--- config.mk ---
export PLATFORM = sky130hd
export DESIGN_NAME = redmule_row
export DESIGN_NICKNAME = d
export VERILOG_FILES = /design/src/hdl/redmule_pkg.sv /design/src/hdl/redmule_row.sv
export SDC_FILE = /design/constraint.sdc
export NUM_CORES = 2
export LEC_CHECK = 0
export BUFFER_PORTS_ARGS = -buffer_cell sky130_fd_sc_hd__buf_2
export CAP_MARGIN = 20
export CORE_MARGIN = 10
export CORE_UTILIZATION = 55
export DETAILED_ROUTE_END_ITERATION = 16
export PLACE_DENSITY_LB_ADDON = 0.2
export SLEW_MARGIN = 0
export SYNTH_ARGS = -nofsm -noshare
export SYNTH_HDL_FRONTEND = slang
export SYNTH_SLANG_ARGS = --single-unit
export TNS_END_PERCENT = 50
--- constraint.sdc ---
create_clock -name clk_i -period 4.75 [get_ports clk_i]
set_input_delay 0.475 -clock clk_i [delete_from_list [all_inputs] [get_ports clk_i]]
set_output_delay 0.475 -clock clk_i [all_outputs]
set_load 0.01 [all_outputs]
--- src/hdl/redmule_pkg.sv ---
package redmule_pkg;

  // Array geometry, fixed for this accelerator
  localparam int unsigned ARRAY_H = 4;
  localparam int unsigned ARRAY_K = 4;
  localparam int unsigned ARRAY_N = 4;

  // Datapath widths
  localparam int unsigned ELEM_W = 16;
  localparam int unsigned ACC_W  = 32;
  localparam int unsigned STEP_W = $clog2(ARRAY_K);

  // Wishbone port
  localparam int unsigned WB_DW  = 32;
  localparam int unsigned WB_AW  = 10;
  localparam int unsigned WB_SW  = WB_DW / 8;

  // Each matrix spans 16 words, so 6 byte-address bits select within it
  localparam int unsigned MAT_OFS_W = 6;

  // Register map, byte offsets
  localparam logic [WB_AW-1:0] REG_CTRL   = 10'h000;
  localparam logic [WB_AW-1:0] REG_STATUS = 10'h004;
  localparam logic [WB_AW-1:0] BASE_X     = 10'h040;
  localparam logic [WB_AW-1:0] BASE_W     = 10'h080;
  localparam logic [WB_AW-1:0] BASE_Y     = 10'h0C0;
  localparam logic [WB_AW-1:0] BASE_Z     = 10'h100;

  // CTRL bit 1 selects the operation
  typedef enum logic {
    OP_MAC = 1'b0,
    OP_MUL = 1'b1
  } op_e;

  typedef enum logic [1:0] {
    S_IDLE,
    S_FEED,
    S_DRAIN
  } sched_state_e;

  typedef logic [ARRAY_H-1:0][ARRAY_K-1:0][ELEM_W-1:0] x_mat_t;
  typedef logic [ARRAY_K-1:0][ARRAY_N-1:0][ELEM_W-1:0] w_mat_t;
  typedef logic [ARRAY_H-1:0][ARRAY_N-1:0][ACC_W-1:0]  acc_mat_t;
  typedef logic [ARRAY_N-1:0][ACC_W-1:0]               acc_row_t;
  typedef logic [ARRAY_N-1:0][ELEM_W-1:0]              w_row_t;

  // One reduction step for one processing row
  typedef struct packed {
    logic              valid;
    logic              first;
    logic              last;
    logic [ELEM_W-1:0] x;
    w_row_t            w;
    acc_row_t          bias;
  } row_feed_t;

  typedef struct packed {
    logic     valid;
    acc_row_t acc;
  } row_result_t;

  typedef struct packed {
    logic             cyc;
    logic             stb;
    logic             we;
    logic [WB_AW-1:0] adr;
    logic [WB_DW-1:0] dat;
    logic [WB_SW-1:0] sel;
  } wb_req_t;

endpackage : redmule_pkg
--- src/hdl/redmule_row.sv ---
module redmule_row
  import redmule_pkg::*;
(
  input  logic        clk_i,
  input  logic        rst_n_i,
  input  row_feed_t   feed_i,
  output row_result_t result_o
);

  acc_row_t prod;
  acc_row_t prod_q;
  acc_row_t bias_q;
  acc_row_t acc_q;
  logic     s1_valid_q;
  logic     s1_first_q;
  logic     s1_last_q;
  logic     res_valid_q;

  // Sign-extended products, wrapping at 32 bits
  always_comb begin
    for (int c = 0; c < ARRAY_N; c++) begin
      prod[c] = ACC_W'(signed'(feed_i.x)) * ACC_W'(signed'(feed_i.w[c]));
    end
  end

  always_ff @(posedge clk_i or negedge rst_n_i) begin
    if (!rst_n_i) begin
      s1_valid_q  <= 1'b0;
      s1_first_q  <= 1'b0;
      s1_last_q   <= 1'b0;
      res_valid_q <= 1'b0;
    end else begin
      s1_valid_q  <= feed_i.valid;
      s1_first_q  <= feed_i.first;
      s1_last_q   <= feed_i.last;
      res_valid_q <= s1_valid_q & s1_last_q;
    end
  end

  // Stage one payload
  always_ff @(posedge clk_i) begin
    if (feed_i.valid) begin
      prod_q <= prod;
      bias_q <= feed_i.bias;
    end
  end

  // Stage two, first step restarts from the bias
  always_ff @(posedge clk_i) begin
    if (s1_valid_q) begin
      for (int c = 0; c < ARRAY_N; c++) begin
        acc_q[c] <= (s1_first_q ? bias_q[c] : acc_q[c]) + prod_q[c];
      end
    end
  end

  assign result_o.valid = res_valid_q;
  assign result_o.acc   = acc_q;

endmodule : redmule_row

==> qor.txt <==
synth top area cells - fa_1 36%, edfxtp_1 20%, ha_1 9.7%
CTS max path bufs - 3
initial antenna violation count - 15
sequential area share after synthesis - 20.0%
Final Max Tran Viols - 0
DRT iter0 DRCs - 2222
Post-synth EDFFs - 384
Chip Width - 345 µm
CP Class - primary input to flip-flop
I/O pin total - 342
skew final - 0.0164 ns
post-route ant nets - 0
CTS H-Tree Depth - 2
failing checks - negative setup slack
post-route minimum period - 5.63 ns
most common cell after layout, fill and taps aside - inv_1
period utilization - 119%
kind of end point of the critical path - flip-flop
Worst path max stage delay - 0.56 ns
async set-or-reset flop fraction in the synthesized netlist - 1.03%
RSZ-0062 raised after global routing - true
Total Nets Final - 8427
CTS buffer count - 48
Core Box Area - 105000 µm²
critical path launch point type - primary input
worst-path cell chain - buf_12 -> buf_12 -> buf_12 -> and2_4 -> fa_1 -> inv_1 -> fa_2 -> fa_2 -> fa_1 -> inv_1 -> fa_2 -> fa_2 -> ha_4 -> buf_6 -> a21o_1 -> a221o_1 -> buf_4 -> a31o_2 -> a21o_1 -> a21o_1 -> a21oi_2 -> xnor2_2
DR WL/cell - 18.3 µm
Fin Setup TNS - -44.62 ns
Port-buffer cells - 341
Worst Path Required - 5.10 ns
outcome - complete, but fails checks
endpoints failing setup - 80
Tightest Pin Transition - 0.882 ns
total clock sinks - 388
WHS Endpoint - bias_q[90]
vias in the first global route - 47.3k
GPL Wtd Cong - 0.924
count of cell types in the netlist - 83
DRC violation count after routing - 0
num rows - 119
worst reg2reg endpoint - result_o[31]
proportion of layout cells with a drive suffix above 1 - 24.6%
dpl hpwl - 116000 µm
die area - 119000 µm²
synthesis-to-finish area growth - 24.4%
Post-Route WL - 149000 µm
total track usage - 25.3%
crit path max fanout - 7
Vias - 42.9k
Hold Startpoint - feed_i[90]
FMAX - 178 MHz
Yosys top cell area share - 36.2%
starting density of the core - 55.4%
HP Class - primary input to flip-flop
Filler cells - 7972
Clk Latency, worst-skew pair - 0.64 ns
global-route wire length before repair - 244000 µm
placed insts - 7843
max-cap violation count - 0
drt pass-1 iters - 5
Reg clk slew, reported paths - 0.05 ns
number of synthesized register bits - 388
Hold Violations, Final - 0
hold depth - 1
flop2flop setup slack - 0.55 ns
largest net degree at the start of global routing - 90
final cell count without fillers - 8143
Synth area leader - fa_1
FF-to-FF path depth - 12
Syn Area/Cell - 10.3 µm²
YS warnings - 0
setup ws final - -0.880 ns
WP data arrival - 5.98 ns
most frequent cells in the layout - 1127 x inv_1, 987 x fa_1, 629 x buf_4
gr ovfl total - 0
worst flop-to-flop path startpoint - s1_first_q
Slew HR - 41.2%
top_reg_cell synth - edfxtp_1
CTS tree - done
syn_nets - 7377
CP max stage cell - fa_1
Final Util - 68.9%
Post-Syn Area - 58200 µm²
Synth Instances - 5660
CTS root buf - clkbuf_16
crit-path most repeated cell - fa_2
Via-to-Cell Ratio - 5.27
Die Height - 345 µm
cell type report:
class	instances	area, µm²	share of cell area, %
Tap cell	1391	1740	2.40
Clock buffer	57	1260	1.73
Antenna cell	7	17.5	0.0242
Multi-Input combinational cell	3905	43200	59.6
Timing Repair Buffer	1197	9880	13.6
Inverter	1170	4390	6.06
Clock inverter	28	300	0.415
Sequential cell	388	11600	16.1
cell usage after synthesis, types with 30 or more instances:
library cell     n
nor3_1          45
xnor2_1        184
xor2_1          57
a21o_1          93
nand2_1        552
fa_1          1052
and2_1         504
nor2_1         156
ha_1           452
edfxtp_1       384
inv_1         1170
o21a_1          42
mux2_2         120
nand3_1         30
nand2b_1        38
a21oi_1        174
clkbuf_1       183
o21ai_0         89
registers in the layout, indices dropped and copies added (netlist names):
register,flops
bias_q,128
prod_q,128
res_valid_q,1
result_o,128
s1_first_q,1
s1_last_q,1
s1_valid_q,1
worst max-delay path: cells and delay by family:
kind                       cells  cell delay, ns
xor gates and xnor gates       1            0.13
and+or+nand+nor                1            0.15
AOI/OAI and AO/OA              6            1.19
buffers and inverters          7            0.75
adders and majority gates      7            3.24
per-stage QoR:
step                area (µm²)  hold WS [ns]  setup WS, ns
detailed placement       67100         0.284         -1.70
global route             72400        0.0163         -1.03
global placement         67100         0.280         -1.62
CTS                      71600      0.000971        -0.787
finish                   72400        0.0299        -0.880
floorplan                59600         0.179         -1.18
routing by layer:
layer / track usage, % / share of wire [%]
met1: 32.0 / 40
met2: 44.3 / 51
met3: 4.08 / 5.6
met4: 7.31 / 2.7
met5: 0 / 0.054
repair_timing:
item,CTS,global route
endpoints found under the setup margin,81,85
gates cloned,21,2
hold buffers,122,0
hold endpoints to repair,125,0
gates resized for setup,231,159
pin swaps,108,148
buffers inserted,47,22
worst max-delay path by stage:
stage                      from           to  cells past startpoint
floorplan           feed_i[207]  prod_q[127]                     20
global placement    feed_i[199]   prod_q[31]                     23
detailed placement  feed_i[199]   prod_q[31]                     23
CTS                 feed_i[197]   prod_q[95]                     23
global route        feed_i[204]   prod_q[95]                     24
finish              feed_i[197]   prod_q[80]                     22
kinds of logic after synthesis:
group                    count (synthesis)  synth area share (%)
flip-flops                             388                  20.0
buffers and inverters                 1367                  8.82
XOR/XNOR                               241                  3.63
adder cells (fa/ha/maj)               1504                  45.9
multiplexers                           129                  2.48
AO/OA/AOI/OAI                          611                  7.07
AND/OR/NAND/NOR                       1420                  12.1
Power is left out: the tool's default activity adds up to more than one toggle a clock period on the data nets, which glitch-free logic cannot reach.
