### config.mk
export PLATFORM = sky130hd
export DESIGN_NAME = redmule_scheduler
export DESIGN_NICKNAME = d
export VERILOG_FILES = /design/src/hdl/redmule_pkg.sv /design/src/hdl/redmule_scheduler.sv
export SDC_FILE = /design/constraint.sdc
export NUM_CORES = 1
export LEC_CHECK = 0
export ABC_AREA = 1
export BUFFER_PORTS_ARGS = -buffer_cell sky130_fd_sc_hd__buf_2
export CELL_PAD_IN_SITES_DETAIL_PLACEMENT = 1
export CELL_PAD_IN_SITES_GLOBAL_PLACEMENT = 1
export CORE_AREA = 3 3 734 736
export DETAILED_ROUTE_END_ITERATION = 6
export DIE_AREA = 0 0 737 739
export GPL_ROUTABILITY_DRIVEN = 0
export PLACE_DENSITY_LB_ADDON = 0.1
export SKIP_CTS_REPAIR_TIMING = 1
export SYNTH_ARGS = -nofsm -noshare
export SYNTH_HDL_FRONTEND = slang
export SYNTH_SLANG_ARGS = --single-unit
export TNS_END_PERCENT = 100
### constraint.sdc
create_clock -name clk_i -period 2 [get_ports clk_i]
set_input_delay 0.2 -clock clk_i [delete_from_list [all_inputs] [get_ports clk_i]]
set_output_delay 0.2 -clock clk_i [all_outputs]
set_load 0.02 [all_outputs]
### src/hdl/redmule_pkg.sv
package redmule_pkg;

  // Array geometry, fixed for this accelerator
  localparam int unsigned ARRAY_H = 4;
  localparam int unsigned ARRAY_K = 4;
  localparam int unsigned ARRAY_N = 4;

  // Datapath widths
  localparam int unsigned ELEM_W = 16;
  localparam int unsigned ACC_W  = 32;
  localparam int unsigned STEP_W = $clog2(ARRAY_K);

  // Wishbone port
  localparam int unsigned WB_DW  = 32;
  localparam int unsigned WB_AW  = 10;
  localparam int unsigned WB_SW  = WB_DW / 8;

  // Each matrix spans 16 words, so 6 byte-address bits select within it
  localparam int unsigned MAT_OFS_W = 6;

  // Register map, byte offsets
  localparam logic [WB_AW-1:0] REG_CTRL   = 10'h000;
  localparam logic [WB_AW-1:0] REG_STATUS = 10'h004;
  localparam logic [WB_AW-1:0] BASE_X     = 10'h040;
  localparam logic [WB_AW-1:0] BASE_W     = 10'h080;
  localparam logic [WB_AW-1:0] BASE_Y     = 10'h0C0;
  localparam logic [WB_AW-1:0] BASE_Z     = 10'h100;

  // CTRL bit 1 selects the operation
  typedef enum logic {
    OP_MAC = 1'b0,
    OP_MUL = 1'b1
  } op_e;

  typedef enum logic [1:0] {
    S_IDLE,
    S_FEED,
    S_DRAIN
  } sched_state_e;

  typedef logic [ARRAY_H-1:0][ARRAY_K-1:0][ELEM_W-1:0] x_mat_t;
  typedef logic [ARRAY_K-1:0][ARRAY_N-1:0][ELEM_W-1:0] w_mat_t;
  typedef logic [ARRAY_H-1:0][ARRAY_N-1:0][ACC_W-1:0]  acc_mat_t;
  typedef logic [ARRAY_N-1:0][ACC_W-1:0]               acc_row_t;
  typedef logic [ARRAY_N-1:0][ELEM_W-1:0]              w_row_t;

  // One reduction step for one processing row
  typedef struct packed {
    logic              valid;
    logic              first;
    logic              last;
    logic [ELEM_W-1:0] x;
    w_row_t            w;
    acc_row_t          bias;
  } row_feed_t;

  typedef struct packed {
    logic     valid;
    acc_row_t acc;
  } row_result_t;

  typedef struct packed {
    logic             cyc;
    logic             stb;
    logic             we;
    logic [WB_AW-1:0] adr;
    logic [WB_DW-1:0] dat;
    logic [WB_SW-1:0] sel;
  } wb_req_t;

endpackage : redmule_pkg
### src/hdl/redmule_scheduler.sv
module redmule_scheduler
  import redmule_pkg::*;
(
  input  logic                        clk_i,
  input  logic                        rst_n_i,
  input  logic                        start_i,
  input  op_e                         op_i,
  input  x_mat_t                      x_i,
  input  w_mat_t                      w_i,
  input  acc_mat_t                    y_i,
  input  logic                        done_i,
  output logic                        busy_o,
  output row_feed_t [ARRAY_H-1:0]     feed_o
);

  sched_state_e      state_q;
  sched_state_e      state_d;
  logic [STEP_W-1:0] k_q;
  logic              first_step;
  logic              last_step;

  assign first_step = k_q == '0;
  assign last_step  = k_q == STEP_W'(ARRAY_K - 1);

  always_comb begin
    state_d = state_q;
    case (state_q)
      S_IDLE:  if (start_i) state_d = S_FEED;
      S_FEED:  if (last_step) state_d = S_DRAIN;
      // Rows still have products in flight
      S_DRAIN: if (done_i) state_d = S_IDLE;
      default: state_d = S_IDLE;
    endcase
  end

  always_ff @(posedge clk_i or negedge rst_n_i) begin
    if (!rst_n_i) begin
      state_q <= S_IDLE;
      k_q     <= '0;
    end else begin
      state_q <= state_d;
      if (state_q == S_FEED) begin
        k_q <= k_q + 1'b1;
      end else begin
        k_q <= '0;
      end
    end
  end

  // W row k goes to every row, X[r][k] to row r only
  always_comb begin
    for (int r = 0; r < ARRAY_H; r++) begin
      feed_o[r].valid = state_q == S_FEED;
      feed_o[r].first = first_step;
      feed_o[r].last  = last_step;
      feed_o[r].x     = x_i[r][k_q];
      feed_o[r].w     = w_i[k_q];
      if (first_step && op_i == OP_MAC) begin
        feed_o[r].bias = y_i[r];
      end else begin
        feed_o[r].bias = '0;
      end
    end
  end

  assign busy_o = state_q != S_IDLE;

endmodule : redmule_scheduler

==> results.txt <==
Final WL: 308000 um
Synth top cells by count: inv_1 (1029), nand2_1 (645), nor2_1 (515)
Die Height: 739 um
Worst hold path endpoint: state_q[1]
Hold Path Class: in2reg
CP bufs+invs: 6
Pwr Density: 1160 nW/um2
Area Growth Syn to Fin: 178%
Layout cell share with drive strength beyond 1: 0.488
Mapped cell area: 12000 um2
Syn. warnings: 0
Post-route cell area: 33400 um2
Setup CP Type: reg2out
Mapped Cells: 2800
Antenna viol nets, final: 0
Family with the most delay on the worst path: buffers and inverters
CTS max path bufs: 2
Worst hold slack: 177 ps
Layout Skew: 3.69 ps
Violated checks: setup timing
R2R Setup Slk: 390 ps
Die Wd: 737 um
Met1 WL: 105000 um
Worst r2r dst: state_q[0]
Routed met2 length: 161000 um
Top_reg_cell synth: dfrtp_1
Worst slew pin tran: 816 ps
First-pass GRT wire length: 357000 um
Top Metal Used: met5
Gr ovfl total: 0
Initial DRC Count: 1155
Top post-synthesis cells by area: inv_1 (32%), nand2_1 (20%), nor2_1 (16%)
Reg-to-reg critical path startpoint: k_q[1]
Status: finished, violations left
Hold-critical path depth: 2
Most frequent cell after synthesis: inv_1
Initial antenna violation count: 416
Yosys reg bits: 4
Multi-input logic area: 6380 um2
I/O Buffers: 1873
Leak pwr: 18.9 nW
Avg Inst Size Synth: 4.30 um2
Max incr delay on CP: 510 ps
Worst path most repeated cell: buf_4
Detailed placement HPWL: 280000 um
Hold Crit Start: done_i
Setup TNS: -169070 ps
Fin crit share: 1.19
H-tree depth: 1
CTS Buf Count: 3
DRT Pass-1 Iters: 4
Crit path capture type: output pin
Fin crit period: 2370 ps
Final setup viols: 832
Slew margin rel.: 0.456
DIE AREA: 545000 um2
Largest net degree at the start of global routing: 67
Root buf cell: clkbuf_16
Max Freq: 0.422 GHz
Hold Vio Cnt, Final: 0
Synth Net Count: 3831
Netlist cell types: 12
Max rail drop VDD: 626 uV
Clk_lat worst skew: 230 ps
Max_cap viols: 0
Filler Cell Count: 65100
Average via count per standard cell: 2.14
CTS Sinks: 4
Final nets: 5597
Wire length on met3: 27700 um
WL/cell: 26.2 um
Worst path required time: 1800 ps
Total GRT Usage: 0.105
Worst R2R Path Depth: 4
Worst setup margin: -371 ps
Drc violations: 0
Slowest cell on the critical path: dfrtp_4
Register area: 108 um2
Core box area: 532000 um2
CP Launch Type: flip-flop
CP arrival: 2170 ps
Io pins: 1874
Clk slew on worst S/H paths: 40 ps
Fin. max-slew vios: 0
Post-synthesis sequential area ratio: 0.00832
Largest area contributor in the netlist: inv_1
Via count: 25200
RSZ-0062 raised after global routing: true
FFs w/ async S/R, synth: 1.00
CTS tree: yes
Placed Area: 30800 um2
Initial Util: 0.0226
Post-synth top area share: 0.321
Vias in the first global route: 25800
Critical-path cell list: clkinv_8, ha_4, nand2_8, clkbuf_16, buf_16, buf_4, buf_12, nor2_1, buf_4
Final core utilization: 0.0628
Critical path peak fanout: 21
Post-synth EDFFs: 0
FP Rows: 268
-- report_power, final --
group / internal (mW) / switching (mW) / total [mW]
clock: 0.264 / 0.0673 / 0.332
combinational: 12.3 / 25.9 / 38.2
sequential: 0.128 / 0.0434 / 0.171
-- state kept, by name, indices dropped and copies added (netlist names) --
name	flops
k_q	2
state_q	2
-- layout make-up --
type | instances | share of cell area
clock buffer | 4 | 0.00236
inverter | 1030 | 0.116
tap | 7020 | 0.263
antenna | 182 | 0.0136
timing repair buffer | 2106 | 0.411
multi-input combinational | 1421 | 0.191
sequential | 4 | 0.00322
-- cells in the final DEF, fill, tap and decap left out, drive strengths merged --
cell / instances
buf: 2081
inv: 1029
nand2: 645
nor2: 515
nand3: 257
diode: 182
clkbuf: 28
dfrtp: 4
o21ai: 2
ha: 2
clkinv: 1
dlygate4sd3: 1
-- metal layers --
| metal | GRT usage | vias up |
|---|---|---|
| met4 | 0.0327 | 172 |
| met3 | 0.0403 | 672 |
| met5 | 0 | - |
| met2 | 0.199 | 1638 |
| li1 | - | 11100 |
| met1 | 0.103 | 11700 |
-- through the flow --
| step | setup WS, ps | total power [mW] | cells |
|---|---|---|---|
| detailed placement | -857 | 37.2 | 11600 |
| CTS | -1110 | 37.7 | 11600 |
| global placement | -890 | 37.6 | 11600 |
| floorplan | -24.7 | 19.3 | 2800 |
| finish | -371 | 38.7 | 11800 |
| global route | -490 | 41.9 | 11700 |
-- worst reg2reg max path, cell delays in order (launching register included) --
cell and delay (ps):
dfrtp_4 430, buf_4 150, buf_12 280, ha_1 480
o21ai_0 140
-- logic make-up after synthesis --
kind of cell | share of synthesized area
adder cells (fa/ha/maj) | 0.00208
AO/OA/AOI/OAI | 0.000832
flip-flops | 0.00832
buffers and inverters | 0.520
AND/OR/NAND/NOR | 0.469
-- worst max-delay path by stage --
stage | to | cells past startpoint | start
final | feed_o[520] | 9 | k_q[0]
after global placement | feed_o[513] | 9 | k_q[0]
after floorplan | feed_o[100] | 9 | k_q[0]
after global routing | feed_o[725] | 9 | k_q[0]
after CTS | feed_o[468] | 9 | k_q[0]
after detailed placement | feed_o[468] | 9 | k_q[0]
Note: power is estimated with default switching activity, not from simulation.
