===== src/hdl/redmule_pkg.sv =====
package redmule_pkg;

  // Array geometry, fixed for this accelerator
  localparam int unsigned ARRAY_H = 4;
  localparam int unsigned ARRAY_K = 4;
  localparam int unsigned ARRAY_N = 4;

  // Datapath widths
  localparam int unsigned ELEM_W = 16;
  localparam int unsigned ACC_W  = 32;
  localparam int unsigned STEP_W = $clog2(ARRAY_K);

  // Wishbone port
  localparam int unsigned WB_DW  = 32;
  localparam int unsigned WB_AW  = 10;
  localparam int unsigned WB_SW  = WB_DW / 8;

  // Each matrix spans 16 words, so 6 byte-address bits select within it
  localparam int unsigned MAT_OFS_W = 6;

  // Register map, byte offsets
  localparam logic [WB_AW-1:0] REG_CTRL   = 10'h000;
  localparam logic [WB_AW-1:0] REG_STATUS = 10'h004;
  localparam logic [WB_AW-1:0] BASE_X     = 10'h040;
  localparam logic [WB_AW-1:0] BASE_W     = 10'h080;
  localparam logic [WB_AW-1:0] BASE_Y     = 10'h0C0;
  localparam logic [WB_AW-1:0] BASE_Z     = 10'h100;

  // CTRL bit 1 selects the operation
  typedef enum logic {
    OP_MAC = 1'b0,
    OP_MUL = 1'b1
  } op_e;

  typedef enum logic [1:0] {
    S_IDLE,
    S_FEED,
    S_DRAIN
  } sched_state_e;

  typedef logic [ARRAY_H-1:0][ARRAY_K-1:0][ELEM_W-1:0] x_mat_t;
  typedef logic [ARRAY_K-1:0][ARRAY_N-1:0][ELEM_W-1:0] w_mat_t;
  typedef logic [ARRAY_H-1:0][ARRAY_N-1:0][ACC_W-1:0]  acc_mat_t;
  typedef logic [ARRAY_N-1:0][ACC_W-1:0]               acc_row_t;
  typedef logic [ARRAY_N-1:0][ELEM_W-1:0]              w_row_t;

  // One reduction step for one processing row
  typedef struct packed {
    logic              valid;
    logic              first;
    logic              last;
    logic [ELEM_W-1:0] x;
    w_row_t            w;
    acc_row_t          bias;
  } row_feed_t;

  typedef struct packed {
    logic     valid;
    acc_row_t acc;
  } row_result_t;

  typedef struct packed {
    logic             cyc;
    logic             stb;
    logic             we;
    logic [WB_AW-1:0] adr;
    logic [WB_DW-1:0] dat;
    logic [WB_SW-1:0] sel;
  } wb_req_t;

endpackage : redmule_pkg

===== src/hdl/redmule_z_collector.sv =====
module redmule_z_collector
  import redmule_pkg::*;
(
  input  logic                        clk_i,
  input  logic                        rst_n_i,
  input  row_result_t [ARRAY_H-1:0]   results_i,
  output acc_mat_t                    z_o,
  output logic                        done_o
);

  acc_mat_t z_q;
  logic     done_q;
  logic     all_valid;

  // Rows run in lockstep, so all results land together
  always_comb begin
    all_valid = 1'b1;
    for (int r = 0; r < ARRAY_H; r++) begin
      all_valid = all_valid & results_i[r].valid;
    end
  end

  always_ff @(posedge clk_i or negedge rst_n_i) begin
    if (!rst_n_i) begin
      z_q    <= '0;
      done_q <= 1'b0;
    end else begin
      for (int r = 0; r < ARRAY_H; r++) begin
        if (results_i[r].valid) begin
          z_q[r] <= results_i[r].acc;
        end
      end
      done_q <= all_valid;
    end
  end

  assign z_o    = z_q;
  assign done_o = done_q;

endmodule : redmule_z_collector


===== config.mk =====
export PLATFORM = sky130hd
export DESIGN_NAME = redmule_z_collector
export DESIGN_NICKNAME = d
export VERILOG_FILES = /design/src/hdl/redmule_pkg.sv /design/src/hdl/redmule_z_collector.sv
export SDC_FILE = /design/constraint.sdc
export NUM_CORES = 1
export LEC_CHECK = 0
export ABC_AREA = 1
export BUFFER_PORTS_ARGS = -buffer_cell sky130_fd_sc_hd__buf_2
export CAP_MARGIN = 40
export CELL_PAD_IN_SITES_DETAIL_PLACEMENT = 0
export CELL_PAD_IN_SITES_GLOBAL_PLACEMENT = 1
export CORE_AREA = 2 2 399 401
export DETAILED_ROUTE_END_ITERATION = 16
export DIE_AREA = 0 0 401 403
export HOLD_SLACK_MARGIN = 0.02
export MAX_ROUTING_LAYER = met4
export PLACE_DENSITY = 0.35
export SETUP_SLACK_MARGIN = 0.2
export SYNTH_ARGS = -nofsm -noshare
export SYNTH_HDL_FRONTEND = slang
export SYNTH_SLANG_ARGS = --single-unit

===== constraint.sdc =====
create_clock -name clk_i -period 1.5 [get_ports clk_i]
set_input_delay 0.375 -clock clk_i [delete_from_list [all_inputs] [get_ports clk_i]]
set_output_delay 0.375 -clock clk_i [all_outputs]
set_load 0.05 [all_outputs]

==> flow_metrics.tcl <==
set metrics [dict create \
    routedWlPerCell_um 17.9 \
    dp_hpwl_um 81900 \
    violations "setup timing" \
    cp-end-kind "primary output" \
    setup_viol 513 \
    peakVddDrop_mv 0.615 \
    grt_antenna_before_repair 7 \
    synth_xor_area_frac 0 \
    grt-ovfl-total 0 \
    synth_common_cells "1538 x nand2_1, 513 x dfrtp_1, 54 x buf_4" \
    critPathMaxStageDelay_ps 460 \
    power_density_mw_per_mm2 1170 \
    portBuffers 1030 \
    drive_above_1_share 0.357 \
    grtUsageTotal 0.135 \
    status "finished with violations" \
    fin_crit_sh 1.10 \
    die_x_um 401 \
    htreeDepth 3 \
    yosysSeqAreaShare 0.658 \
    synth_nets 2686 \
    first_pass_iters 4 \
    seqPwrFrac 0.346 \
    grt_pass1_vias 21900 \
    synth-seq-cells 513 \
    required_ps 1120 \
    synthesis.area_mm2 0.0195 \
    yosysWarnings 0 \
    ys.flop_type "dfrtp_1" \
    die-area_mm2 0.162 \
    arrival_ps 1280 \
    final_max_slew_viol_count 0 \
    area_delta_synth_final_pct 104 \
    hold_viol 0 \
    finalClockSkew_ps 0 \
    critPathTopFamily "flip-flops" \
    synth_top_area_cell "dfrtp_1" \
    cts.sinks 513 \
    crit_type "reg -> out" \
    yosysUniqueCellTypes 8 \
    design.core.area_mm2 0.157 \
    clockRootBuffer "clkbuf_16" \
    clk_path_buf_depth 3 \
    dp_slack_ps 195 \
    grt_pass1_wl_um 155000 \
    min_path_type "in -> reg" \
    yosysMostFrequentCell "nand2_1" \
    tightest_slew_ps 509 \
    cts_tree "done" \
    relSlewSlack 0.661 \
    synth_adder_area_share 0 \
    synth_compound_area_frac 0 \
    netlist_instances 2168 \
    p_clk_frac 0.377 \
    finalNetCount 4473 \
    via_per_inst 3.36 \
    synth_enable_flop_cells 0 \
    rsz0062_at_grt "true" \
    grt_max_degree 84 \
    core.rowCount 146 \
    avgSynthCellArea_um2 9.00 \
    crit_path_cell_trace "buf_6" \
    critPathSlowestCell "dfrtp_2" \
    drc_errors 0 \
    synth_top_family_by_area "simple AND/OR/NAND/NOR gates" \
    clkSlewWorstSetupHoldPaths_ps 50 \
    synthSimpleGateAreaFrac 0.296 \
    fmax_mhz 606 \
    ant_nets 0 \
    setup_slack_ps -150 \
    finalCriticalPeriod_ps 1650 \
    layoutNonFillerInstCount 6080 \
    place_area_mm2 0.0275 \
    p_leak_nw 20.7 \
    worstSetupStartpointType "flip-flop" \
    p_switching_mw 15.7 \
    vias 20400 \
    synthMuxAreaShare 0 \
    finalWirelength_um 109000 \
    p_int_mw 30.7 \
    synth.top_cell.area_share 0.658 \
    cp_max_fo 2 \
    crit_buf_inv 1 \
    final_cell_area_mm2 0.0398 \
    gp_congestion 0.778 \
    die_h_um 403 \
    cts_buffers 73 \
    start_util 0.124 \
    clk_latency_ps 640 \
    place_inst 5233 \
    pwr-share-comb 0.276 \
    drt-initial-drc-count 714 \
    drv_cap 0 \
    io_pins 1031 \
    switching_share 0.338 \
    yosys-top-cells-area "dfrtp_1 66%, nand2_1 30%, buf_4 2.1%, buf_6 1.7%, buf_2 0.64%" \
    ys_async_sr_fraction 1.00 \
]
power by group through the flow:
stage / sequential (mW) / clock, mW / combinational [mW]
finish: 16.1 / 17.5 / 12.8
global route: 16.2 / 18.9 / 13.6
CTS: 16.1 / 18.4 / 12.6
detailed placement: 16.0 / 0 / 9.65
global placement: 16.0 / 0 / 9.67
floorplan: 20.3 / 0 / 1.54
sequential cells by signal (all words and copies together), names as in the netlist:
register and flops:
done_o 1, z_o 512
worst reg2reg max path: stages (launching register included):
cell and delay, ps:
dfrtp_1 390, buf_4 140, buf_4 120, nand2_1 50
nand2_1 50
layer usage:
layer / vias up / wire length, µm / track usage / share of wire
met1: 9570 / 42800 / 0.148 / 0.39
met4: 0 / 3670 / 0.0430 / 0.034
met2: 607 / 55100 / 0.232 / 0.51
met5: - / 0 / - / 0
met3: 153 / 7280 / 0.0419 / 0.067
li1: 10100 / - / - / -
final timing paths:
check                                          start  slack, ps  cells past startpoint                   end
min in group asynchronous                    rst_n_i        230                      2  z_o[176]$_DFFE_PN0P_
max in group asynchronous                    rst_n_i        450                      4  z_o[370]$_DFFE_PN0P_
worst max-delay path            z_o[491]$_DFFE_PN0P_       -150                      1              z_o[491]
worst min register to register  z_o[142]$_DFFE_PN0P_        490                      2  z_o[142]$_DFFE_PN0P_
worst min-delay path                  results_i[514]         70                      3  z_o[511]$_DFFE_PN0P_
worst max register to register  z_o[509]$_DFFE_PN0P_        640                      4  z_o[509]$_DFFE_PN0P_
cells by family after synthesis:
kind of cell	count (synthesis)
and+or+nand+nor	1539
DFF	513
buffers and inverters	116
per-stage QoR:
| stage | TNS [ps] | power (mW) | hold WS [ps] | utilization |
|---|---|---|---|---|
| 2_1_floorplan | 0 | 21.8 | 79.4 | - |
| 3_3_place_gp | 0 | 25.7 | 217 | 0.174 |
| 3_5_place_dp | 0 | 25.6 | 220 | 0.174 |
| 4_1_cts | -78540 | 47.1 | 23.7 | 0.246 |
| 5_1_grt | -75250 | 48.7 | 22.4 | 0.253 |
| 6_report | -28890 | 46.4 | 69.5 | 0.253 |
cells in the final DEF (no fill, tap or decap):
cell type / instances
clkbuf_8: 18
dfrtp_1: 501
inv_6: 5
buf_4: 244
clkbuf_16: 73
buf_2: 512
inv_4: 4
dfrtp_2: 12
clkinv_2: 3
buf_8: 9
buf_6: 504
dlygate4sd3_1: 513
nand2_1: 1538
bufinv_16: 4
nor2_1: 1
clkbuf_1: 20
diode_2: 5
buf_12: 42
timing repair:
item                                     CTS  global route
buffers inserted                          82           124
hold buffers                             514             0
hold endpoints to repair                 780             0
cloned                                     0             0
gates resized for setup                 1044             6
endpoints found under the setup margin   513           514
area by class of cell:
cell class	count	area, µm²
diodes	5	12.5
clock inverters	12	179
repair buffers	1824	16200
clock buffers	111	2150
fillers	17400	118000
flip-flops and latches	513	12900
multi-input cells	1539	5780
well taps	2072	2590
inverters	4	25.0
No activity file was read; power rests on OpenSTA's default activity.
