File: src/hdl/redmule_pkg.sv
package redmule_pkg;

  // Array geometry, fixed for this accelerator
  localparam int unsigned ARRAY_H = 4;
  localparam int unsigned ARRAY_K = 4;
  localparam int unsigned ARRAY_N = 4;

  // Datapath widths
  localparam int unsigned ELEM_W = 16;
  localparam int unsigned ACC_W  = 32;
  localparam int unsigned STEP_W = $clog2(ARRAY_K);

  // Wishbone port
  localparam int unsigned WB_DW  = 32;
  localparam int unsigned WB_AW  = 10;
  localparam int unsigned WB_SW  = WB_DW / 8;

  // Each matrix spans 16 words, so 6 byte-address bits select within it
  localparam int unsigned MAT_OFS_W = 6;

  // Register map, byte offsets
  localparam logic [WB_AW-1:0] REG_CTRL   = 10'h000;
  localparam logic [WB_AW-1:0] REG_STATUS = 10'h004;
  localparam logic [WB_AW-1:0] BASE_X     = 10'h040;
  localparam logic [WB_AW-1:0] BASE_W     = 10'h080;
  localparam logic [WB_AW-1:0] BASE_Y     = 10'h0C0;
  localparam logic [WB_AW-1:0] BASE_Z     = 10'h100;

  // CTRL bit 1 selects the operation
  typedef enum logic {
    OP_MAC = 1'b0,
    OP_MUL = 1'b1
  } op_e;

  typedef enum logic [1:0] {
    S_IDLE,
    S_FEED,
    S_DRAIN
  } sched_state_e;

  typedef logic [ARRAY_H-1:0][ARRAY_K-1:0][ELEM_W-1:0] x_mat_t;
  typedef logic [ARRAY_K-1:0][ARRAY_N-1:0][ELEM_W-1:0] w_mat_t;
  typedef logic [ARRAY_H-1:0][ARRAY_N-1:0][ACC_W-1:0]  acc_mat_t;
  typedef logic [ARRAY_N-1:0][ACC_W-1:0]               acc_row_t;
  typedef logic [ARRAY_N-1:0][ELEM_W-1:0]              w_row_t;

  // One reduction step for one processing row
  typedef struct packed {
    logic              valid;
    logic              first;
    logic              last;
    logic [ELEM_W-1:0] x;
    w_row_t            w;
    acc_row_t          bias;
  } row_feed_t;

  typedef struct packed {
    logic     valid;
    acc_row_t acc;
  } row_result_t;

  typedef struct packed {
    logic             cyc;
    logic             stb;
    logic             we;
    logic [WB_AW-1:0] adr;
    logic [WB_DW-1:0] dat;
    logic [WB_SW-1:0] sel;
  } wb_req_t;

endpackage : redmule_pkg
File: src/hdl/redmule_regfile.sv
module redmule_regfile
  import redmule_pkg::*;
(
  input  logic             clk_i,
  input  logic             rst_n_i,
  input  wb_req_t          wb_i,
  output logic [WB_DW-1:0] wb_dat_o,
  output logic             wb_ack_o,
  input  logic             busy_i,
  input  logic             done_i,
  input  acc_mat_t         z_i,
  output logic             start_o,
  output op_e              op_o,
  output x_mat_t           x_o,
  output w_mat_t           w_o,
  output acc_mat_t         y_o
);

  logic                          ack_q;
  logic                          done_q;
  op_e                           op_q;
  x_mat_t                        x_q;
  w_mat_t                        w_q;
  acc_mat_t                      y_q;
  logic                          wr_en;
  logic                          ctrl_hit;
  logic                          status_hit;
  logic                          ctrl_wr;
  logic [WB_AW-MAT_OFS_W-1:0]    region;
  logic [$clog2(ARRAY_H)-1:0]    row_idx;
  logic [$clog2(ARRAY_N)-1:0]    col_idx;
  logic [WB_DW-1:0]              wmask;
  logic [WB_DW-1:0]              rdata;

  // Row-major element index inside a matrix window
  assign region  = wb_i.adr[WB_AW-1:MAT_OFS_W];
  assign row_idx = wb_i.adr[5:4];
  assign col_idx = wb_i.adr[3:2];

  assign ctrl_hit   = wb_i.adr[WB_AW-1:2] == REG_CTRL[WB_AW-1:2];
  assign status_hit = wb_i.adr[WB_AW-1:2] == REG_STATUS[WB_AW-1:2];

  // Writes commit at the edge that closes the ack cycle
  assign wr_en   = ack_q & wb_i.cyc & wb_i.stb & wb_i.we;
  assign ctrl_wr = wr_en & ctrl_hit & wb_i.sel[0] & ~busy_i;
  assign start_o = ctrl_wr & wb_i.dat[0];

  always_comb begin
    for (int b = 0; b < WB_SW; b++) begin
      wmask[8*b +: 8] = {8{wb_i.sel[b]}};
    end
  end

  // Single-cycle ack, never back to back
  always_ff @(posedge clk_i or negedge rst_n_i) begin
    if (!rst_n_i) begin
      ack_q <= 1'b0;
    end else begin
      ack_q <= wb_i.cyc & wb_i.stb & ~ack_q;
    end
  end

  always_ff @(posedge clk_i or negedge rst_n_i) begin
    if (!rst_n_i) begin
      op_q   <= OP_MAC;
      done_q <= 1'b0;
    end else begin
      if (ctrl_wr) begin
        op_q <= op_e'(wb_i.dat[1]);
      end
      // A new job clears the sticky flag
      if (start_o) begin
        done_q <= 1'b0;
      end else if (done_i) begin
        done_q <= 1'b1;
      end
    end
  end

  // Operand writes are dropped while a job runs
  always_ff @(posedge clk_i or negedge rst_n_i) begin
    if (!rst_n_i) begin
      x_q <= '0;
      w_q <= '0;
      y_q <= '0;
    end else if (wr_en && !busy_i) begin
      case (region)
        BASE_X[WB_AW-1:MAT_OFS_W]: begin
          x_q[row_idx][col_idx] <= (x_q[row_idx][col_idx] & ~wmask[ELEM_W-1:0]) |
                                   (wb_i.dat[ELEM_W-1:0] & wmask[ELEM_W-1:0]);
        end
        BASE_W[WB_AW-1:MAT_OFS_W]: begin
          w_q[row_idx][col_idx] <= (w_q[row_idx][col_idx] & ~wmask[ELEM_W-1:0]) |
                                   (wb_i.dat[ELEM_W-1:0] & wmask[ELEM_W-1:0]);
        end
        BASE_Y[WB_AW-1:MAT_OFS_W]: begin
          y_q[row_idx][col_idx] <= (y_q[row_idx][col_idx] & ~wmask) | (wb_i.dat & wmask);
        end
        default: ;
      endcase
    end
  end

  // Read mux, unmapped words return zero
  always_comb begin
    rdata = '0;
    case (region)
      REG_CTRL[WB_AW-1:MAT_OFS_W]: begin
        if (ctrl_hit) begin
          rdata[1] = op_q == OP_MUL;
        end else if (status_hit) begin
          rdata[0] = busy_i;
          rdata[1] = done_q;
        end
      end
      BASE_X[WB_AW-1:MAT_OFS_W]: rdata[ELEM_W-1:0] = x_q[row_idx][col_idx];
      BASE_W[WB_AW-1:MAT_OFS_W]: rdata[ELEM_W-1:0] = w_q[row_idx][col_idx];
      BASE_Y[WB_AW-1:MAT_OFS_W]: rdata = y_q[row_idx][col_idx];
      BASE_Z[WB_AW-1:MAT_OFS_W]: rdata = z_i[row_idx][col_idx];
      default: ;
    endcase
  end

  assign wb_dat_o = rdata;
  assign wb_ack_o = ack_q;
  assign op_o     = op_q;
  assign x_o      = x_q;
  assign w_o      = w_q;
  assign y_o      = y_q;

endmodule : redmule_regfile

File: config.mk
export PLATFORM = sky130hd
export DESIGN_NAME = redmule_regfile
export DESIGN_NICKNAME = d
export VERILOG_FILES = /design/src/hdl/redmule_pkg.sv /design/src/hdl/redmule_regfile.sv
export SDC_FILE = /design/constraint.sdc
export NUM_CORES = 2
export LEC_CHECK = 0
export BUFFER_PORTS_ARGS = -buffer_cell sky130_fd_sc_hd__buf_2
export CORE_AREA = 5 5 632 634
export CTS_CLUSTER_SIZE = 28
export DETAILED_ROUTE_END_ITERATION = 16
export DIE_AREA = 0 0 637 639
export GPL_ROUTABILITY_DRIVEN = 1
export HOLD_SLACK_MARGIN = 0.06
export PLACE_DENSITY = 0.34
export SYNTH_ARGS = -nofsm -noshare
export SYNTH_HDL_FRONTEND = slang
export SYNTH_SLANG_ARGS = --single-unit
File: constraint.sdc
create_clock -name clk_i -period 3.4 [get_ports clk_i]
set_input_delay 0.68 -clock clk_i [delete_from_list [all_inputs] [get_ports clk_i]]
set_output_delay 0.68 -clock clk_i [all_outputs]
set_load 0.1 [all_outputs]
==> results.json <==
{
  "synth_area_per_cell_sq_um": 11.1,
  "groute.usage.overall_pct": 22.4,
  "crit_cells": 10,
  "grt_pass1_wl_mm": 592,
  "viasPerCell": 4.11,
  "wl_mm": 476,
  "setup_ws_ns": -0.504,
  "root_buffer": "clkbuf_16",
  "ys_seq_area_share_pct": 51.2,
  "seqCellArea_sq_mm": 0.0257,
  "overflow": 0,
  "fin_nets": 7192,
  "start_kind": "input pin",
  "drt_pass1_iterations": 6,
  "fp-row-count": 231,
  "crit_chain": "buf_16 > buf_12 > buf_16 > buf_12 > buf_8 > mux4_2 > a22oi_2 > a21oi_4 > or4_4 > buf_12",
  "crit_fanout": 7,
  "cts.sinks": 1027,
  "pin_count": 1624,
  "power_frac_seq_pct": 39.5,
  "vias": 50800,
  "final_antenna_net_count": 0,
  "hold_viol": 0,
  "synth_area_sq_mm": 0.0501,
  "p_switching_w": 0.00862,
  "worst_ep_required_time_ns": 2.72,
  "crit_type": "input pin to output pin",
  "swShare_pct": 27.7,
  "synth.area.top_cells": "dfrtp_1 51%, mux4_2 18%, a21oi_1 5.6%",
  "p_leak_nw": 36.7,
  "outcome": "finished, violations left",
  "ys_types": 47,
  "cp_common_cell": "buf_12",
  "hold_slack_ns": 0.220,
  "rsz0062_at_grt": "yes",
  "initial_core_util_pct": 12.7,
  "period_needed_ns": 3.90,
  "drive_gt1_share_pct": 49.6,
  "setup_violations": 32,
  "port_buffers": 1621,
  "fin_util_pct": 20.3,
  "violations": "negative setup slack",
  "core_area_sq_mm": 0.394,
  "ir_drop_uv": 286,
  "area_delta_synth_final_pct": 59.0,
  "fin_crit_sh_pct": 115,
  "die_y_um": 639,
  "die_w_um": 637,
  "total_power_w": 0.0311,
  "synth_enable_flop_cells": 0,
  "rrSetupSlack_ns": 0.96,
  "htreeDepth": 4,
  "p_per_area_mw_per_mm2": 391,
  "clock_skew_ns": 0.0720,
  "synth_top_area_share_pct": 51.2,
  "crit_path_end": "wb_dat_o[8]",
  "cts_tree": "yes",
  "syn_inst": 4508,
  "comb_power_share_pct": 12.5,
  "cp.arrival_ns": 3.22,
  "crit_buf_inv": 6,
  "fmax_mhz": 256,
  "r2r_cells": 9,
  "clkTransAtPathRegs_ns": 0.05,
  "r2r-end": "x_o[120]",
  "grt_max_degree": 116,
  "wl_per_cell_um": 38.6,
  "fill_cells": 43400,
  "multi_input_area_sq_mm": 0.0243,
  "grt_pass1_vias": 49300,
  "crit_start": "wb_i[40]",
  "yosys_warnings": 0,
  "async_flop_share_pct": 100,
  "dp_hpwl_mm": 398,
  "ys_seq_elements": 1027,
  "worstReg2RegStart": "x_o[200]",
  "clock_power_share_pct": 48.0,
  "crit_family": "buffers and inverters",
  "tightestPinTransition_ns": 1.11,
  "slowest_delay_ns": 0.59,
  "drt_iter0_drc": 4125,
  "dieArea_sq_mm": 0.407,
  "synthFlopType": "dfrtp_1",
  "slew_viol_final": 0,
  "critPathSlowestCell": "or4_4",
  "maxSlewHeadroom_pct": 26.1,
  "cap_viol_max_count": 0,
  "cts_buffer_depth": 4,
  "gp_congestion": 1.09,
  "postLayoutCellArea_sq_mm": 0.0797,
  "holdCritPathClass": "input pin to register",
  "drc": 0,
  "final_common_cell": "buf_2",
  "antenna_found_initial": 343,
  "p_int_w": 0.0225,
  "cp-end-kind": "output pin",
  "syn_nets": 5073,
  "cts_buffers": 141,
  "placed_area_sq_mm": 0.0711,
  "yosysTopAreaCell": "dfrtp_1",
  "clock_latency_ns": 0.83,
  "layout_common_cells": "1581 x buf_2, 1012 x dfrtp_1, 549 x nor2_1, 541 x nand2_1, 533 x a21oi_1"
}
==> worst register-to-register path, stage by stage (launching register included) <==
cell	delay (ns)
dfrtp_1	0.42
mux4_2	0.56
mux2i_4	0.22
buf_6	0.13
buf_4	0.10
buf_4	0.10
mux2i_1	0.06
o21ai_1	0.40
buf_4	0.21
o21ai_0	0.09
==> stage by stage <==
step | setup WS [ns] | std cells | TNS (ns)
3_3_place_gp | -1.22 | 11600 | -79.68
5_1_grt | -0.556 | 12300 | -12.77
6_report | -0.504 | 12400 | -10.90
3_5_place_dp | -1.17 | 11600 | -76.79
4_1_cts | -0.592 | 11900 | -13.76
2_1_floorplan | -0.530 | 4508 | -4.41
==> cells by family after synthesis <==
family / after synthesis / synth area share, %
compound gates: 1262 / 14.1
mux: 533 / 20.6
simple gates: 1266 / 10.1
flops: 1027 / 51.2
buf+inv: 420 / 3.90
==> power by group through the flow <==
| stage | logic (W) | registers, W | clock network (W) |
|---|---|---|---|
| 6_report | 0.00388 | 0.0123 | 0.0150 |
| 5_1_grt | 0.00407 | 0.0123 | 0.0158 |
| 4_1_cts | 0.00387 | 0.0123 | 0.0154 |
| 3_5_place_dp | 0.00359 | 0.0125 | 0 |
| 3_3_place_gp | 0.00357 | 0.0125 | 0 |
| 2_1_floorplan | 0.00125 | 0.0127 | 0 |
==> synth_stat cells, types with 2 or more instances <==
master	n
dfrtp_1	1027
nand2_1	574
a21oi_1	557
nor2_1	552
o21ai_0	507
mux4_2	394
clkbuf_1	285
mux2i_1	104
a22oi_1	63
o31ai_1	48
buf_4	47
buf_2	46
nand3_1	36
mux2_2	33
o22ai_1	32
nand2b_1	22
nor3_1	21
buf_1	20
buf_6	19
and2_1	17
o21ai_1	17
a221oi_4	16
or4_1	14
a21oi_2	9
nor2b_1	7
a21oi_4	5
and3_1	5
nor3_2	3
nor4b_1	3
o21bai_1	3
or3_1	3
inv_1	2
o21ai_2	2
or2_2	2
==> worst min-delay path by stage <==
stage	from	endpoint	slack (ns)	depth (start not counted)
2_1_floorplan	rst_n_i	done_q	0.38	0
3_3_place_gp	wb_ack_o	wb_ack_o	0.42	1
3_5_place_dp	wb_ack_o	wb_ack_o	0.45	1
4_1_cts	done_i	done_q	0.11	3
5_1_grt	done_i	done_q	0.15	3
6_report	done_i	done_q	0.22	3
==> routing by layer <==
metal  share of wire, %  vias to the layer above  global-route usage [%]  routed length (um)
li1                   -                    21100                       -                   -
met1                 34                    26100                    23.4              164000
met2                 51                     2465                    40.1              243000
met3                6.8                      997                    5.93               32400
met4                7.6                      108                    14.0               36200
met5               0.15                        -                       0                 704
==> layout make-up <==
| class | instances | share of cell area (%) |
|---|---|---|
| antenna | 385 | 1.21 |
| clock buffer | 199 | 5.02 |
| clock inverter | 42 | 0.590 |
| inverter | 2 | 0.00942 |
| multi-input combinational | 3061 | 30.5 |
| sequential | 1027 | 32.3 |
| tap | 5242 | 8.23 |
| timing repair buffer | 2394 | 22.2 |
==> registers in the layout, indices dropped and copies added (netlist names) <==
signal	flops
x_o	256
op_o	1
y_o	512
w_o	256
wb_ack_o	1
done_q	1
==> what timing repair did <==
| action | 4_1_cts | 5_1_grt |
|---|---|---|
| cloned | 8 | 4 |
| pin swaps | 48 | 52 |
| setup endpoints to repair | 32 | 32 |
| hold buffers | 3 | 0 |
| resized for setup | 363 | 129 |
| buffers inserted | 75 | 46 |
| endpoints found under the hold margin | 28 | 0 |
No activity file was read; power rests on OpenSTA's default activity.
